File: config.mk
export PLATFORM = sky130hd
export DESIGN_NAME = mem_arbiter
export DESIGN_NICKNAME = d
export VERILOG_FILES = /design/src/hw/axi_mem_pkg.sv /design/src/hw/mem_arbiter.sv
export SDC_FILE = /design/constraint.sdc
export NUM_CORES = 1
export LEC_CHECK = 0
export BUFFER_PORTS_ARGS = -buffer_cell sky130_fd_sc_hd__buf_4
export CAP_MARGIN = 5
export CORE_UTILIZATION = 27
export DETAILED_ROUTE_END_ITERATION = 16
export PLACE_DENSITY = 0.83
export RECOVER_POWER = 50
export SYNTH_ARGS = -nofsm -noshare
export SYNTH_HDL_FRONTEND = slang
export SYNTH_SLANG_ARGS = --single-unit
File: constraint.sdc
create_clock -name clk -period 2.1 [get_ports clk]
set_input_delay 0.63 -clock clk [delete_from_list [all_inputs] [get_ports clk]]
set_output_delay 0.63 -clock clk [all_outputs]
set_load 0.05 [all_outputs]
File: src/hw/axi_mem_pkg.sv
package axi_mem_pkg;

    // ------------------------------------------------------------------------
    // Vector types shared by the engines, the arbiter and the RAM.
    // ------------------------------------------------------------------------
    typedef logic [31:0] addr_t;  // Byte address.
    typedef logic [31:0] data_t;  // One beat, one RAM word.
    typedef logic [3:0]  strb_t;  // Byte strobes.
    typedef logic [7:0]  len_t;   // Beats minus one.
    typedef logic [1:0]  burst_t; // Burst type.
    typedef logic [1:0]  resp_t;  // Response code.

    // ------------------------------------------------------------------------
    // Burst codes.
    // ------------------------------------------------------------------------

    // Address stays put for every beat.
    localparam burst_t BURST_FIXED = 2'd0;

    // Address steps by one word per beat.
    // Any code other than FIXED steps the same way.
    localparam burst_t BURST_INCR  = 2'd1;

    // ------------------------------------------------------------------------
    // Response codes.
    // ------------------------------------------------------------------------
    localparam resp_t RESP_OKAY   = 2'd0;
    localparam resp_t RESP_SLVERR = 2'd2; // Beat outside the memory.

endpackage

File: src/hw/mem_arbiter.sv
`timescale 1ns/1ps

module mem_arbiter #(
    parameter int MEM_AW = 8
) (
    input  logic                  clk,
    input  logic                  AR_VALID,

    // Engine A.
    input  logic                  i_a_req,
    input  logic                  i_a_we,
    input  logic [MEM_AW-1:0]     i_a_widx,
    input  axi_mem_pkg::data_t    i_a_wdata,
    input  axi_mem_pkg::strb_t    i_a_wstrb,

    // Engine B.
    input  logic                  i_b_req,
    input  logic                  i_b_we,
    input  logic [MEM_AW-1:0]     i_b_widx,
    input  axi_mem_pkg::data_t    i_b_wdata,
    input  axi_mem_pkg::strb_t    i_b_wstrb,

    output logic                  o_a_gnt,
    output logic                  o_b_gnt,

    // RAM side.
    output logic                  o_en,
    output logic                  o_we,
    output logic [MEM_AW-1:0]     o_idx,
    output axi_mem_pkg::data_t    o_wdata,
    output axi_mem_pkg::strb_t    o_wstrb
);

    logic last_b_q; // Set when B won the last grant.

    // A tie goes to whoever did not win last.
    assign o_a_gnt = i_a_req & (~i_b_req | last_b_q);
    assign o_b_gnt = i_b_req & (~i_a_req | ~last_b_q);

    always_ff @(posedge clk or posedge AR_VALID) begin
        if (AR_VALID) begin
            last_b_q <= 1'b1; // A takes the first tie.
        end else if (o_a_gnt) begin
            last_b_q <= 1'b0;
        end else if (o_b_gnt) begin
            last_b_q <= 1'b1;
        end
    end

    // ------------------------------------------------------------------------
    // Winner's fields onto the RAM.
    // ------------------------------------------------------------------------
    assign o_en    = o_a_gnt | o_b_gnt;
    assign o_we    = o_b_gnt ? i_b_we    : (o_a_gnt & i_a_we);
    assign o_idx   = o_b_gnt ? i_b_widx  : i_a_widx;
    assign o_wdata = o_b_gnt ? i_b_wdata : i_a_wdata;
    assign o_wstrb = o_b_gnt ? i_b_wstrb : i_a_wstrb;

endmodule

==> results.json, run 1 <==
{
  "powerDensity_nw_per_um2": 435.8,
  "hold_end": "last_b_q",
  "reg2reg_depth": 2,
  "ys_ff_latch": 1,
  "top_regs": "last_b_q (1)",
  "core_area_um2": 2805,
  "grt_pass1_vias": 1161,
  "setup_violations": 46,
  "worst_pin_slew_ns": 0.1827,
  "rsz0062_at_grt": "true",
  "synth_common_cells": "mux2_4 (38), mux2_2 (6), buf_12 (4)",
  "gp_congestion": 0.7377,
  "skew_ns": 0,
  "area_growth_pct": 184.5,
  "cp_num_cells": 6,
  "synth.top_cell.area_share": 0.7048,
  "r2r_start": "last_b_q",
  "drc": 20,
  "synth-edff-count": 0,
  "slowest_stage": "mux2_4",
  "critPathLaunchType": "input pin",
  "synth_flop_cell": "dfstp_2",
  "vias": 1115,
  "crit_path_max_incr_delay_ns": 0.30,
  "final_area_um2": 2303,
  "maxCapViolCount": 0,
  "cp.buffers_inverters": 4,
  "grt_max_degree": 20,
  "synthTopCellsByArea": "mux2_4 (70%), buf_12 (9.9%), mux2_2 (8.3%)",
  "hold_viol": 0,
  "numPortBuffers": 141,
  "die_width_um": 56.76,
  "crit_required_ns": 1.47,
  "finalCritPeriodShare": 1.115,
  "final_nets": 305,
  "via_per_inst": 4.646,
  "regToRegEndpoint": "last_b_q",
  "synth-async-reset-ratio": 1.000,
  "slew_headroom": 0.8779,
  "rows": 19,
  "ys_seq_area_frac": 0.03246,
  "start_util": 0.2886,
  "grt-ovfl-total": 0,
  "hold_slack_ns": 0.5246,
  "grt_first_pass_wirelength_um": 5402,
  "holdPathStages": 2,
  "syn_nets": 152,
  "hpwl_um": 2984,
  "cp_max_fo": 6,
  "hold_class": "reg -> reg",
  "ant_nets": 0,
  "fin_crit_ns": 2.341,
  "antenna_found_initial": 0,
  "worst_path_most_repeated_cell": "buf_6",
  "violations": "DRC, setup timing",
  "synth_most_common_cell": "mux2_4",
  "worstSetupEndpointType": "output pin",
  "place_area_um2": 1879,
  "synth_cell_types": 12,
  "wl_um": 4132,
  "drtPass1Iterations": 10,
  "holdBufCountCts": 0,
  "clk_pin_slew_ns": 0,
  "clock_latency_ns": 0,
  "critical_path_arrival_ns": 1.71,
  "peakVddDrop_mv": 0.3066,
  "regMostFlops": "last_b_q",
  "die_area_um2": 3221,
  "max_freq_mhz": 427.2,
  "dr.first_iter.drc_count": 51,
  "ff2ff_setup_slack_ns": 1.22,
  "power_leakage_nw": 1.263,
  "path_cells": "buf_6 > a21boi_4 > buf_12 > clkbuf_16 > mux2_4 > buf_6",
  "crit_type": "in -> out",
  "drive_above_1_share": 0.9809,
  "largest_reg_flops": 1,
  "io_pins": 142,
  "grt_usage": 0.2132,
  "synth_top_area_cell": "mux2_4",
  "synth_area_um2": 809.5,
  "cp_top_family": "buffers and inverters",
  "yosysWarnings": 0,
  "synthCells": 58,
  "outcome": "finished, violations left",
  "p_total_mw": 1.004,
  "min_from": "last_b_q",
  "die_y_um": 56.76,
  "syn_avg_cell_area_um2": 13.96,
  "wire_per_inst_um": 17.22,
  "drv_slew": 0,
  "worst_slack_ns": -0.2407,
  "n_antenna_cell": 0
}
per-layer routing:
layer  global-route usage  vias up  part of all wire
li1                     -      522                 -
met1               0.2036      514              0.33
met2               0.4762       79              0.58
met3              0.03687        0             0.090
met4             0.006969        0                 0
met5                    0        -                 0
layout by cell type (no fill, tap or decap), drive strengths merged:
cell / netlist / layout
buf: 5 / 151
mux2: 44 / 44
clkbuf: 0 / 5
inv: 2 / 2
or2: 1 / 1
nand2b: 1 / 1
o21ai: 1 / 1
a21boi: 1 / 1
and2: 1 / 1
a32o: 1 / 1
dfstp: 1 / 1
worst min-delay path, stage by stage (launching register included):
cell and delay (ns):
dfstp_2 0.37, inv_1 0.05, o21ai_0 0.09
how the worst max path moves through the flow:
| stage | slack (ns) | to | startpoint |
|---|---|---|---|
| final | -0.24 | o_wdata[21] | i_b_req |
| after global routing | -0.26 | o_wdata[30] | i_b_req |
| after CTS | -0.25 | o_idx[2] | i_b_req |
| after detailed placement | -0.32 | o_wstrb[3] | i_a_req |
| after global placement | -0.27 | o_wdata[31] | i_a_req |
| after floorplan | -0.05 | o_wdata[25] | i_b_req |
through the flow:
stage | cells | setup WS [ns] | util | setup TNS, ns
after CTS | 234 | -0.2532 | 0.7529 | -10.07
final | 240 | -0.2407 | 0.8211 | -9.603
after global placement | 229 | -0.2733 | 0.6699 | -10.14
after global routing | 240 | -0.2625 | 0.8211 | -10.70
after detailed placement | 229 | -0.3167 | 0.6699 | -11.83
after floorplan | 58 | -0.05097 | - | -0.6347
cell families after synthesis:
family          synth area share
compound gates           0.03245
buf+inv                   0.1221
flops                    0.03246
mux                       0.7883
simple gates             0.02474
timing repair:
item | in CTS | in global routing
gates resized for setup | 39 | 29
gates cloned | 2 | 4
pin swaps | 1 | 0
endpoints found under the setup margin | 45 | 46
setup buffers | 3 | 3
report_power, final:
| group | switching, mW | internal, mW | total, mW |
|---|---|---|---|
| Combinational | 0.486 | 0.489 | 0.975 |
| Clock | 0 | 0 | 0 |
| Sequential | 0.00371 | 0.0247 | 0.0284 |
| Total | 0.490 | 0.514 | 1.00 |
area by class of cell:
| class | count | area, µm² |
|---|---|---|
| Inverter | 2 | 7.507 |
| Tap cell | 31 | 38.79 |
| Sequential cell | 1 | 26.28 |
| Fill cell | 164 | 501.7 |
| Multi-Input combinational cell | 50 | 715.7 |
| Timing Repair Buffer | 156 | 1515 |
Power figures use the tool's default switching activity.
==> run 2: changes to the inputs <==
CORE_UTILIZATION = 25   (was 27)
PLACE_DENSITY = 0.81   (was 0.83)
clock period = 1.88 ns   (was 2.1 ns; I/O delays follow)
==> results.json, run 2 (synthesis gave the netlist of run 1 again) <==
{
  "numPortBuffers": 141,
  "grt_pass1_vias": 1078,
  "dr.first_iter.drc_count": 23,
  "outcome": "finished, violations left",
  "swShare": 0.4883,
  "hold_viol": 0,
  "crit_required_ns": 1.32,
  "grt_max_degree": 20,
  "io_pins": 142,
  "pwr-share-comb": 0.971,
  "maxCapViolCount": 0,
  "clock_latency_ns": 0,
  "top_regs": "last_b_q (1)",
  "peakVddDrop_mv": 0.2704,
  "die_width_um": 58.91,
  "worstSetupEndpointType": "output pin",
  "critical_path_arrival_ns": 1.62,
  "cp_max_fo": 9,
  "setup_violations": 47,
  "wire_per_inst_um": 14.53,
  "via_per_inst": 4.315,
  "drive_above_1_share": 0.9804,
  "drv_slew": 0,
  "finalCritPeriodShare": 1.161,
  "skew_ns": 0,
  "final_nets": 300,
  "r2r_start": "last_b_q",
  "power_frac_clock": 0,
  "powerDensity_nw_per_um2": 481.1,
  "drtPass1Iterations": 4,
  "worst_pin_slew_ns": 0.1439,
  "mostFrequentLayoutCells": "buf_4 (93), mux2_4 (44), buf_6 (42)",
  "p_seq_frac": 0.029,
  "final_common_cell": "buf_4",
  "grt_first_pass_wirelength_um": 4616,
  "start_util": 0.2652,
  "hold_class": "reg -> reg",
  "ant_nets": 0,
  "die_area_um2": 3470,
  "area_growth_pct": 179.9,
  "gp_congestion": 0.7197,
  "worstSetupStartpoint": "i_b_req",
  "hold_slack_ns": 0.5045,
  "clk_pin_slew_ns": 0,
  "rows": 20,
  "worst_slack_ns": -0.3028,
  "rsz0062_at_grt": "true",
  "net-switching-power_mw": 0.5323,
  "die_y_um": 58.91,
  "antenna_found_initial": 0,
  "violations": "setup timing",
  "drc": 0,
  "wl_um": 3604,
  "max_freq_mhz": 458.1,
  "min_from": "last_b_q",
  "slew_headroom": 0.9031,
  "critPathLaunchType": "input pin",
  "grt_usage": 0.1737,
  "largest_reg_flops": 1,
  "crit_type": "in -> out",
  "power_leakage_nw": 1.232,
  "placedCellCount": 242,
  "grt-ovfl-total": 0,
  "power.internal_mw": 0.5577,
  "regMostFlops": "last_b_q",
  "n_antenna_cell": 0,
  "core_area_um2": 3053,
  "vias": 1070,
  "finalNonFillerCells": 248,
  "fin_crit_ns": 2.183
}
-- run 2: metrics by stage --
step | util | setup slack, ns | total power [mW] | instance area [µm²] | setup TNS (ns)
2_1_floorplan | - | -0.1390 | 0.6404 | 810.8 | -4.263
4_1_cts | 0.7119 | -0.3138 | 1.051 | 2173 | -12.56
5_1_grt | 0.7422 | -0.3244 | 1.125 | 2266 | -13.75
3_5_place_dp | 0.6209 | -0.3938 | 0.9274 | 1896 | -15.21
6_report | 0.7422 | -0.3028 | 1.090 | 2266 | -12.53
3_3_place_gp | 0.6209 | -0.3664 | 0.9167 | 1896 | -14.40
-- run 2: what timing repair did --
action,in CTS,in global routing
pin swaps,1,0
buffers inserted,2,1
gates resized for setup,53,16
gates cloned,2,1
endpoints found under the setup margin,46,46
hold buffers,0,0
-- run 2: worst paths after layout --
| kind | endpoint | slack [ns] | depth (start not counted) |
|---|---|---|---|
| worst min register to register | last_b_q | 0.50 | 2 |
| worst max-delay path | o_wdata[29] | -0.30 | 6 |
| worst min-delay path | last_b_q | 0.50 | 2 |
| worst max register to register | last_b_q | 1.01 | 2 |
| min in group asynchronous | last_b_q | 0.57 | 2 |
| max in group asynchronous | last_b_q | 1.29 | 2 |
-- run 2: layout make-up --
class	instances	area, µm²
fillers	215	787.0
inverters	2	7.507
multi-input cells	50	715.7
flip-flops and latches	1	26.28
well taps	44	55.05
repair buffers	151	1461
-- run 2: metal layers --
metal	global-route usage	part of all wire	vias up
met4	0	0	0
met1	0.1538	0.30	487
met5	0	0	-
met2	0.4107	0.61	71
li1	-	-	512
met3	0.02198	0.085	0
-- run 2: worst max-delay path, stage by stage --
cell and delay (ns):
buf_6 0.07, a21boi_4 0.18, buf_12 0.16, clkbuf_16 0.17, mux2_4 0.31, buf_6 0.15
-- run 2: power by group through the flow --
stage               registers [mW]  logic [mW]  clock network, mW
floorplan                   0.0296       0.611                  0
finish                      0.0317        1.06                  0
global route                0.0322        1.09                  0
global placement            0.0312       0.885                  0
CTS                         0.0318        1.02                  0
detailed placement          0.0315       0.896                  0
