===== src/hw/axi_mem_pkg.sv =====
package axi_mem_pkg;

    // ------------------------------------------------------------------------
    // Vector types shared by the engines, the arbiter and the RAM.
    // ------------------------------------------------------------------------
    typedef logic [31:0] addr_t;  // Byte address.
    typedef logic [31:0] data_t;  // One beat, one RAM word.
    typedef logic [3:0]  strb_t;  // Byte strobes.
    typedef logic [7:0]  len_t;   // Beats minus one.
    typedef logic [1:0]  burst_t; // Burst type.
    typedef logic [1:0]  resp_t;  // Response code.

    // ------------------------------------------------------------------------
    // Burst codes.
    // ------------------------------------------------------------------------

    // Address stays put for every beat.
    localparam burst_t BURST_FIXED = 2'd0;

    // Address steps by one word per beat.
    // Any code other than FIXED steps the same way.
    localparam burst_t BURST_INCR  = 2'd1;

    // ------------------------------------------------------------------------
    // Response codes.
    // ------------------------------------------------------------------------
    localparam resp_t RESP_OKAY   = 2'd0;
    localparam resp_t RESP_SLVERR = 2'd2; // Beat outside the memory.

endpackage


===== src/hw/axi_burst_slave.sv =====
`timescale 1ns/1ps

module axi_burst_slave #(
    parameter int MEM_AW = 8
) (
    input  logic                  clk,
    input  logic                  AR_VALID,

    // Read address channel.
    input  logic                  i_ar_valid,
    output logic                  o_ar_ready,
    input  axi_mem_pkg::addr_t    i_ar_addr,
    input  axi_mem_pkg::len_t     i_ar_len,
    input  axi_mem_pkg::burst_t   i_ar_burst,

    // Read data channel.
    output logic                  o_r_valid,
    input  logic                  i_r_ready,
    output axi_mem_pkg::data_t    o_r_data,
    output axi_mem_pkg::resp_t    o_r_resp,
    output logic                  o_r_last,

    // Write address channel.
    input  logic                  i_aw_valid,
    output logic                  o_aw_ready,
    input  axi_mem_pkg::addr_t    i_aw_addr,
    input  axi_mem_pkg::len_t     i_aw_len,
    input  axi_mem_pkg::burst_t   i_aw_burst,

    // Write data channel.
    input  logic                  i_w_valid,
    output logic                  o_w_ready,
    input  axi_mem_pkg::data_t    i_w_data,
    input  axi_mem_pkg::strb_t    i_w_strb,
    input  logic                  i_w_last,

    // Write response channel.
    output logic                  o_b_valid,
    input  logic                  i_b_ready,
    output axi_mem_pkg::resp_t    o_b_resp,

    // Memory request toward the arbiter.
    output logic                  o_req,
    output logic                  o_we,
    output logic [MEM_AW-1:0]     o_widx,
    output axi_mem_pkg::data_t    o_wdata,
    output axi_mem_pkg::strb_t    o_wstrb,
    input  logic                  i_gnt,
    input  axi_mem_pkg::data_t    i_rdata
);

    typedef enum logic [2:0] {
        IDLE,
        RD_REQ,
        RD_WAIT,
        RD_DATA,
        WR_DATA,
        WR_RESP
    } state_t;

    // ------------------------------------------------------------------------
    // Internal signals.
    // ------------------------------------------------------------------------
    state_t              state_q;
    state_t              state_d;

    axi_mem_pkg::addr_t  addr_q;    // Current beat address.
    axi_mem_pkg::addr_t  next_addr;
    axi_mem_pkg::len_t   len_q;
    axi_mem_pkg::burst_t burst_q;
    axi_mem_pkg::len_t   beat_q;    // Read beats already sent.
    axi_mem_pkg::data_t  rdata_q;

    logic                in_range;
    logic                rd_err_q;  // Current read beat is out of range.
    logic                wr_err_q;  // Sticky for the whole write burst.

    logic                ar_hs;
    logic                aw_hs;
    logic                r_hs;
    logic                w_hs;

    // Every address bit above the word index must be clear.
    assign in_range  = (addr_q >> (MEM_AW + 2)) == '0;
    assign next_addr = (burst_q == axi_mem_pkg::BURST_FIXED) ? addr_q : addr_q + 32'd4;

    assign ar_hs = i_ar_valid & o_ar_ready;
    assign aw_hs = i_aw_valid & o_aw_ready;
    assign r_hs  = o_r_valid  & i_r_ready;
    assign w_hs  = i_w_valid  & o_w_ready;

    // ------------------------------------------------------------------------
    // Channel outputs.
    // ------------------------------------------------------------------------
    assign o_ar_ready = (state_q == IDLE);
    assign o_aw_ready = (state_q == IDLE) & ~i_ar_valid; // Read wins a tie.

    assign o_r_valid = (state_q == RD_DATA);
    assign o_r_data  = rdata_q;
    assign o_r_resp  = rd_err_q ? axi_mem_pkg::RESP_SLVERR : axi_mem_pkg::RESP_OKAY;
    assign o_r_last  = (state_q == RD_DATA) && (beat_q == len_q);

    // A beat past the end is swallowed without touching the RAM.
    assign o_w_ready = (state_q == WR_DATA) & (in_range ? i_gnt : 1'b1);

    assign o_b_valid = (state_q == WR_RESP);
    assign o_b_resp  = wr_err_q ? axi_mem_pkg::RESP_SLVERR : axi_mem_pkg::RESP_OKAY;

    // Memory request. Held until granted.
    assign o_req   = in_range & ((state_q == RD_REQ) | ((state_q == WR_DATA) & i_w_valid));
    assign o_we    = (state_q == WR_DATA);
    assign o_widx  = addr_q[MEM_AW+1:2];
    assign o_wdata = i_w_data;
    assign o_wstrb = i_w_strb;

    // ------------------------------------------------------------------------
    // FSM.
    // ------------------------------------------------------------------------
    always_comb begin
        state_d = state_q;

        case (state_q)
            IDLE: begin
                if (ar_hs) begin
                    state_d = RD_REQ;
                end else if (aw_hs) begin
                    state_d = WR_DATA;
                end
            end

            RD_REQ: begin
                if (!in_range) begin
                    state_d = RD_DATA; // Nothing to fetch.
                end else if (i_gnt) begin
                    state_d = RD_WAIT;
                end
            end

            RD_WAIT: state_d = RD_DATA;

            RD_DATA: begin
                if (r_hs) begin
                    state_d = o_r_last ? IDLE : RD_REQ;
                end
            end

            WR_DATA: begin
                if (w_hs && i_w_last) begin
                    state_d = WR_RESP;
                end
            end

            WR_RESP: begin
                if (i_b_ready) begin
                    state_d = IDLE;
                end
            end

            default: state_d = IDLE;
        endcase
    end

    always_ff @(posedge clk or posedge AR_VALID) begin
        if (AR_VALID) begin
            state_q  <= IDLE;
            beat_q   <= '0;
            rd_err_q <= 1'b0;
            wr_err_q <= 1'b0;
        end else begin
            state_q <= state_d;

            if (ar_hs) begin
                beat_q <= '0;
            end else if (r_hs) begin
                beat_q <= beat_q + 8'd1;
            end

            if (state_q == RD_REQ) begin
                rd_err_q <= ~in_range;
            end

            if (aw_hs) begin
                wr_err_q <= 1'b0;
            end else if (w_hs && !in_range) begin
                wr_err_q <= 1'b1;
            end
        end
    end

    // ------------------------------------------------------------------------
    // Burst payload.
    // ------------------------------------------------------------------------
    always_ff @(posedge clk) begin
        if (ar_hs) begin
            addr_q  <= i_ar_addr;
            len_q   <= i_ar_len;
            burst_q <= i_ar_burst;
        end else if (aw_hs) begin
            addr_q  <= i_aw_addr;
            len_q   <= i_aw_len;
            burst_q <= i_aw_burst;
        end else if (r_hs || w_hs) begin
            addr_q  <= next_addr; // Step after each beat.
        end
    end

    // RAM word lands one cycle after the grant.
    always_ff @(posedge clk) begin
        if (state_q == RD_WAIT) begin
            rdata_q <= i_rdata;
        end else if (state_q == RD_REQ && !in_range) begin
            rdata_q <= '0;
        end
    end

endmodule


===== config.mk =====
export PLATFORM = sky130hd
export DESIGN_NAME = axi_burst_slave
export DESIGN_NICKNAME = d
export VERILOG_FILES = /design/src/hw/axi_mem_pkg.sv /design/src/hw/axi_burst_slave.sv
export SDC_FILE = /design/constraint.sdc
export NUM_CORES = 1
export LEC_CHECK = 0
export BUFFER_PORTS_ARGS = -buffer_cell sky130_fd_sc_hd__buf_2
export CAP_MARGIN = 20
export CORE_MARGIN = 3
export CORE_UTILIZATION = 50
export DETAILED_ROUTE_END_ITERATION = 10
export HOLD_SLACK_MARGIN = 0.15
export PLACE_DENSITY_LB_ADDON = 0.25
export REMOVE_ABC_BUFFERS = 1
export SETUP_SLACK_MARGIN = 0.2
export SYNTH_ARGS = -nofsm -noshare
export SYNTH_HDL_FRONTEND = slang
export SYNTH_SLANG_ARGS = --single-unit

===== constraint.sdc =====
create_clock -name clk -period 9.23 [get_ports clk]
set_input_delay 0.4615 -clock clk [delete_from_list [all_inputs] [get_ports clk]]
set_output_delay 0.4615 -clock clk [all_outputs]
set_load 0.02 [all_outputs]

==> summary.md, run 1 <==
| Metric | Value |
|---|---|
| Status | complete, no violations |
| Remaining Overflow, GRT | 0 |
| Layout Cells excl Fill | roughly 760 |
| Worst clock skew | 15.9 ps |
| Slowest CP cell | or4_4 |
| CTS sink cnt | 85 |
| Register area | roughly 2500 µm² |
| Die extent in y | roughly 110 µm |
| # IOs | about 250 |
| Crit Path Max Fanout | 30 |
| Period Utilization, post-route | 28.1% |
| Delay-heaviest family, CP | simple AND/OR/NAND/NOR gates |
| Max Cap Viol | 0 |
| Via count of the first global-routing pass | 4015 |
| Hold_buf cts | 1 |
| Fraction of registers with async set/reset | 15.3% |
| Reg2Reg Launch Point | state_q[2] |
| Cell area after layout | 5810 µm² |
| Worst-skew pair later-pin latency | between 300 and 400 ps |
| Worst-path clk slew | ~80 ps |
| Initial DRC Count | between 150 and 200 |
| Cells after DPL | roughly 740 |
| Overall routing resource usage | between 20% and 30% |
| Hold Fails Final Rpt | 0 |
| Post_cts resized | 0 |
| Placed Area | around 5600 µm² |
| Min Tclk post-route | between 2000 and 3000 ps |
| Worst Setup SP | state_q[2] |
| CTS tree | done |
| Reg2reg setup slack | ~6600 ps |
| Layout area overhead | 14.8% |
| Largest stage delay on the critical path | 610 ps |
| Sequential share of the synthesized area | roughly half |
| Synth unique cells | 58 |
| NumNets Final | between 700 and 800 |
| Place WS | roughly 6600 ps |
| Setup TNS | 0 ps |
| Final setup violation count | 0 |
| Die area | 11400 µm² |
| RSZ-0062 raised after global routing | no |
| Crit path required time | 9250 ps |
| Power Density | about 270 nW/µm² |
| Max Clock Freq | ~390 MHz |
| Cts bufs inserted | 9 |
| Leakage power | approximately 2.6 nW |
| Worst Hold Class | in2reg |
| Post-DRT Antenna Nets | 0 |
| Startpoint Class | flip-flop |
| CP Cell Sequence | or4_4 > inv_2 > and2_1 > buf_4 > nor2_4 > o21ai_2 > buf_4 |
| Number of flops mapped to enable cells by yosys | 72 |
| Slew at the pin closest to its max-slew limit | between 1000 and 1500 ps |
| FF+latch count, synth | 85 |
| First-pass GRT wire length | 20.9 mm |
| Vias post-DR | around 4200 |
| DP HPWL | 10.1 mm |
| Worst Setup End Kind | flip-flop |
| Syn avg cell area | between 9 and 10 µm² |
| 1st-pass router iterations | 5 |
| Dominant synthesized flop cell | edfxtp_1 |
| Routed WL per cell | between 15 and 20 µm |
| Fillers | 900 |
| Yosys warns | 0 |
| Layout cell share with drive strength beyond 1 | about a third |
| Gpl congestion | around 0.83 |
| Initial Utilization | around half |
| Initial antenna violation count | 0 |
| Critical hold path startpoint | i_ar_len[7] |
| Root Driver | clkbuf_8 |
| Ant. Diodes | 0 |
| Site Rows | 36 |
| WL final | 13.5 mm |
| Largest net degree at the start of global routing | 48 |
| Crit path DAT | roughly 2600 ps |
| H-tree depth reported by CTS | 3 |
| Die width | approximately 110 µm |
| Worst rel slew slack | approximately 29% |
| Max-slew violation count | 0 |
| Post-Syn Instances | about 510 |
| Vias/cell | ~5.5 |
| Clk buf depth | 2 |
| VDD IR max | ~0.11 mV |
| Crit-path most repeated cell | buf_4 |
| DRC viols | 0 |
| CP Class | reg2reg |
| Area of the multi-input gates | between 2000 and 2500 µm² |
| Postcts setup bufs | 0 |
| Port bufs | between 150 and 200 |
| WP buf/inv | 3 |
| Final WS setup | approximately 6600 ps |
| Syn Std Cell Area | roughly 5100 µm² |
| CORE AREA | approximately 9800 µm² |
area by class of cell:
type / count / area share [%]
clock buffer: 9 / 2.13
tap: 133 / 2.86
timing repair buffer: 176 / 15.5
clock inverter: 7 / 1.25
inverter: 8 / 0.732
sequential: 85 / 42.8
multi-input combinational: 340 / 34.8
stage by stage:
step	hold WS [ps]	power [mW]	utilization (%)
after floorplan	338	1.13	-
after global placement	462	1.32	57.1
after detailed placement	481	1.34	57.1
after CTS	346	1.61	59.2
after global routing	351	1.71	59.2
final	365	1.60	59.2
synthesized netlist by cell type, types with 2 or more instances:
library cell	instances	area share, %
nand4_1	21	2.6
o21ai_1	19	1.9
xor2_1	10	1.7
a31o_1	2	0.35
a22oi_1	3	0.44
nand3_1	14	1.4
xnor2_1	19	3.3
ha_1	2	0.49
and3_1	36	4.4
nor4_1	7	0.86
nand2_1	68	5.0
nand4_2	2	0.49
buf_2	10	0.99
a21oi_1	27	2.7
nor3_1	5	0.49
a21o_2	2	0.35
buf_6	4	0.89
buf_4	50	7.4
nor4_4	2	0.84
a31o_2	5	0.86
o21ai_0	21	2.1
and4_1	3	0.52
inv_1	6	0.44
clkbuf_1	12	0.89
mux2i_1	4	0.79
o22ai_1	6	0.74
dfrtp_1	13	6.4
edfxtp_1	72	43
and2_1	4	0.49
nor2_1	32	2.4
kinds of logic after synthesis:
kind of cell,share of synthesized area [%]
fa+ha+maj,0.494
simple gates,22.5
compound gates,10.8
buf+inv,11.3
mux,0.791
xor+xnor,5.01
other cells,0.0740
flops,49.1
placed cells by master, fill, tap and decap left out, types with 6 or more instances in the layout:
cell type | netlist | layout
o21ai_1 | 19 | 19
nor2_1 | 32 | 32
nand3_1 | 14 | 14
o22ai_1 | 6 | 6
xor2_1 | 10 | 10
nand4_1 | 21 | 21
and3_1 | 36 | 36
edfxtp_1 | 72 | 72
nor4_1 | 7 | 7
nand2_1 | 68 | 68
xnor2_1 | 19 | 19
a21oi_1 | 27 | 27
clkbuf_8 | 1 | 9
o21ai_0 | 21 | 19
buf_2 | 10 | 170
inv_1 | 6 | 6
dfrtp_1 | 13 | 13
layer usage:
metal | GRT usage [%] | routed length (µm) | vias up
met3 | 13.6 | 2000 | 19
met2 | 34.6 | 5740 | 241
met5 | 11.0 | 122 | -
met4 | 6.85 | 191 | 4
li1 | - | - | 2011
met1 | 29.7 | 5470 | 1899
flip-flops by register name (all words and copies together) (netlist names):
register and cells:
state_q 3, addr_q 30, beat_q 8, burst_q 2, rd_err_q 1, len_q 8, wr_err_q 1, o_r_data 32
report_power, final:
part           internal, mW  total (mW)  switching [mW]
Sequential            0.616       0.734           0.118
Clock                 0.126       0.266           0.140
Combinational         0.213       0.596           0.382
Total                 0.955        1.60           0.640
worst paths after layout:
check	cells past startpoint	endpoint
setup / recovery	7	addr_q[5]
hold / removal	3	len_q[7]
setup reg to reg	7	addr_q[5]
hold reg to reg	2	rd_err_q
max in group asynchronous	3	beat_q[6]
min in group asynchronous	3	wr_err_q
worst reg2reg max path, stage by stage, from the launching register on:
cell and delay (ps):
dfrtp_1 530, or4_4 610, inv_2 90, and2_1 120, buf_4 290, nor2_4 130, o21ai_2 80, buf_4 380
Note: power is estimated with default switching activity, not from simulation.
==> inputs of run 2 (changes only) <==
Settings changed: ABC_AREA set to 1, CORE_UTILIZATION 50 to 48.
Clock period 9.23 ns to 2.7 ns, I/O delays scaled along.
==> summary.md, run 2 <==
| Metric | Value |
|---|---|
| H-tree depth reported by CTS | 3 (unchanged) |
| CP Class | reg2reg |
| CORE AREA | 10600 µm² (+7.5%) |
| RSZ-0062 raised after global routing | yes |
| Most frequent cell after synthesis | nand2_1 |
| Post-Syn Instances | 692 (+36%) |
| Internal power | 4.10 mW (+330%) |
| Min Tclk post-route | 2360 ps (-236 ps) |
| WP buf/inv | 2 (-1) |
| Leakage power | 3.51 nW (+37%) |
| 1st-pass router iterations | 5 (unchanged) |
| Hold Fails Final Rpt | 0 (unchanged) |
| CP Cell Sequence | ha_1 > nand2_1 > inv_1 > nand3_2 > nor2_2 > nand2_1 > nor2_1 > nand3b_1 > a21oi_1 > dlygate4sd3_1 |
| Vias post-DR | 5340 (+28%) |
| Worst clock skew | 15.9 ps (+0.0850 ps) |
| Delay-heaviest family, CP | simple AND/OR/NAND/NOR gates |
| Most frequent cells in the layout | nand2_1 (197), buf_2 (170), dlygate4sd3_1 (104), nor2_1 (103), inv_1 (78) |
| DP HPWL | 11.8 mm (+17%) |
| Worst Hold Class | in2reg |
| # IOs | 249 (unchanged) |
| Top cells by instance count after synthesis | nand2_1 (197), nor2_1 (105), inv_1 (79) |
| Via count of the first global-routing pass | 5242 (+31%) |
| Syn avg cell area | 7.70 µm² (-23%) |
| Fillers | 843 (-6.3%) |
| Overall routing resource usage | 26.9% (+3.1 points) |
| Period Utilization, post-route | 87.4% (+59 points) |
| Crit Path Max Fanout | 4 (-87%) |
| Max Clock Freq | 424 MHz (+10%) |
| Max-slew violation count | 0 (unchanged) |
| Placed Area | 5950 µm² (+6.2%) |
| Syn Std Cell Area | 5330 µm² (+5.3%) |
| Number of flops mapped to enable cells by yosys | 72 (unchanged) |
| Layout cell share with drive strength beyond 1 | 23.5% (-11 points) |
| Clk buf depth | 2 (unchanged) |
| Worst Setup End Kind | flip-flop |
| Crit path DAT | 2470 ps (-140 ps) |
| VDD IR max | 0.925 mV (+740%) |
| Post-DRT Antenna Nets | 0 (unchanged) |
| Comb pwr share | 47.4% (+10 points) |
| NumNets Final | 1088 (+39%) |
| Area leader, netlist | edfxtp_1 |
| CTS sink cnt | 85 (unchanged) |
| Largest stage delay on the critical path | 550 ps (-60 ps) |
| Worst rel slew slack | 37.4% (+8.8 points) |
| FF+latch count, synth | 85 (unchanged) |
| Switching share of total power | 41.9% (+1.8 points) |
| Initial Utilization | 50.5% (-1.1 points) |
| Status | complete, no violations |
| Cts bufs inserted | 9 (unchanged) |
| Crit path required time | 2820 ps (-6430 ps) |
| Port bufs | 170 (unchanged) |
| Routed WL per cell | 15.9 µm (-11%) |
| Layout area overhead | 36.9% |
| Worst-skew pair later-pin latency | 370 ps (about the same) |
| Max reg flops | 32 (unchanged) |
| WL final | 17.0 mm (+25%) |
| Power Density | 968 nW/µm² (+250%) |
| Die area | 12400 µm² (+9.1%) |
| Cells after DPL | 939 (+27%) |
| Final setup violation count | 0 (unchanged) |
| Initial antenna violation count | 0 (unchanged) |
| Largest net degree at the start of global routing | 41 (-15%) |
| Die extent in y | 111 µm (+4.4%) |
| Yosys warns | 0 (unchanged) |
| Seq pwr share | 38.4% (-7.6 points) |
| First-pass GRT wire length | 26.4 mm (+26%) |
| Area share of the largest cell type after synthesis | 40.6% (-2.1 points) |
| DRC viols | 0 (unchanged) |
| Initial DRC Count | 360 (+110%) |
| Remaining Overflow, GRT | 0 (unchanged) |
| Layout Cells excl Fill | 1066 (+41%) |
| Dominant synthesized flop cell | edfxtp_1 |
| Gpl congestion | 0.906 (+9.5%) |
| Max Cap Viol | 0 (unchanged) |
| Psw | 2.96 mW (+360%) |
| Crit-path most repeated cell | nand2_1 |
| Fraction of registers with async set/reset | 15.3% (unchanged) |
| Worst-path clk slew | 100 ps (+20 ps) |
| Ant. Diodes | 0 (unchanged) |
| Clock Power Share | 14.2% (-2.4 points) |
| Root Driver | clkbuf_8 |
| Sequential share of the synthesized area | 46.7% (-2.5 points) |
| Pwr Total | 7.07 mW (+340%) |
| Vias/cell | 5.01 (-9.0%) |
| Site Rows | 37 (+2.8%) |
| Cell area after layout | 7300 µm² (+26%) |
| Startpoint Class | flip-flop |
| Slew at the pin closest to its max-slew limit | 939 ps (-131 ps) |
| Slowest CP cell | dlygate4sd3_1 |
| CTS tree | done |
| Synth area leaders | edfxtp_1 (41%), nand2_1 (14%), nor2_1 (7.4%) |
| Die width | 111 µm (+4.4%) |
| Synth unique cells | 31 (-47%) |
| Most common cell after layout, fill and taps aside | nand2_1 |
## run 2: repair_timing
action | CTS | global route
gates resized for setup | 0 | 5
hold endpoints to repair | 86 | 0
hold buffers | 104 | 0
setup buffers | 0 | 6
setup endpoints to repair | 0 | 5
## run 2: final timing paths
check / start / to / slack, ps / cells past startpoint
worst min register to register: rd_err_q / rd_err_q / 500 / 2
min in group asynchronous: AR_VALID / state_q[0] / 380 / 3
worst max-delay path: addr_q[3] / addr_q[16] / 340 / 10
worst min-delay path: i_aw_addr[12] / addr_q[12] / 170 / 3
worst max register to register: addr_q[3] / addr_q[16] / 340 / 10
max in group asynchronous: AR_VALID / rd_err_q / 1920 / 3
## run 2: power by group through the flow
stage | Combinational [mW] | Clock, mW | Sequential, mW
after CTS | 3.18 | 1.02 | 2.72
after detailed placement | 2.86 | 0 | 2.74
after global routing | 3.70 | 1.08 | 2.81
after floorplan | 1.53 | 0 | 3.11
final | 3.35 | 1.01 | 2.71
after global placement | 2.78 | 0 | 2.72
## run 2: area by class of cell
type                       instances  area, µm²  area share, %
clock inverter                     6       86.3           1.18
tap                              136        170           2.33
multi-input combinational        461       2110           28.9
timing repair buffer             286       2010           27.5
clock buffer                      10        128           1.75
inverter                          82        312           4.27
sequential                        85       2490           34.1
## run 2: routing by layer
layer  vias to the layer above  GRT usage, %  wire length [µm]  part of all wire, %
met1                      2427          33.5              7170                   42
met4                         2          8.52               318                  1.9
met3                        31          10.9              1680                  9.9
met5                         -          3.53                47                 0.28
met2                       254          42.9              7730                   46
li1                       2626             -                 -                    -
## run 2: cells by family after synthesis
logic type | synth area share (%)
and+or+nand+nor | 30.0
buffers and inverters | 14.2
DFF | 46.7
AOI/OAI and AO/OA | 6.48
xor gates and xnor gates | 2.14
adders and majority gates | 0.469
other | 0.0703
## run 2: worst reg2reg max path, delay by kind of cell, from the launching register on
family,cells,cell delay (ps)
AO/OA/AOI/OAI,1,60
buffers and inverters,2,660
adder cells (fa/ha/maj),1,200
AND/OR/NAND/NOR,6,760
flip-flops,1,420
## run 2: per-stage QoR
stage / utilization (%) / setup slack [ps] / hold slack, ps / TNS (ps)
after global placement: 56.4 / 523 / 183 / 0
after detailed placement: 56.4 / 477 / 215 / 0
after global routing: 69.1 / 181 / 169 / 0
final: 69.1 / 341 / 165 / 0
after floorplan: - / -989 / 12.0 / -34650
after CTS: 68.3 / 310 / 152 / 0
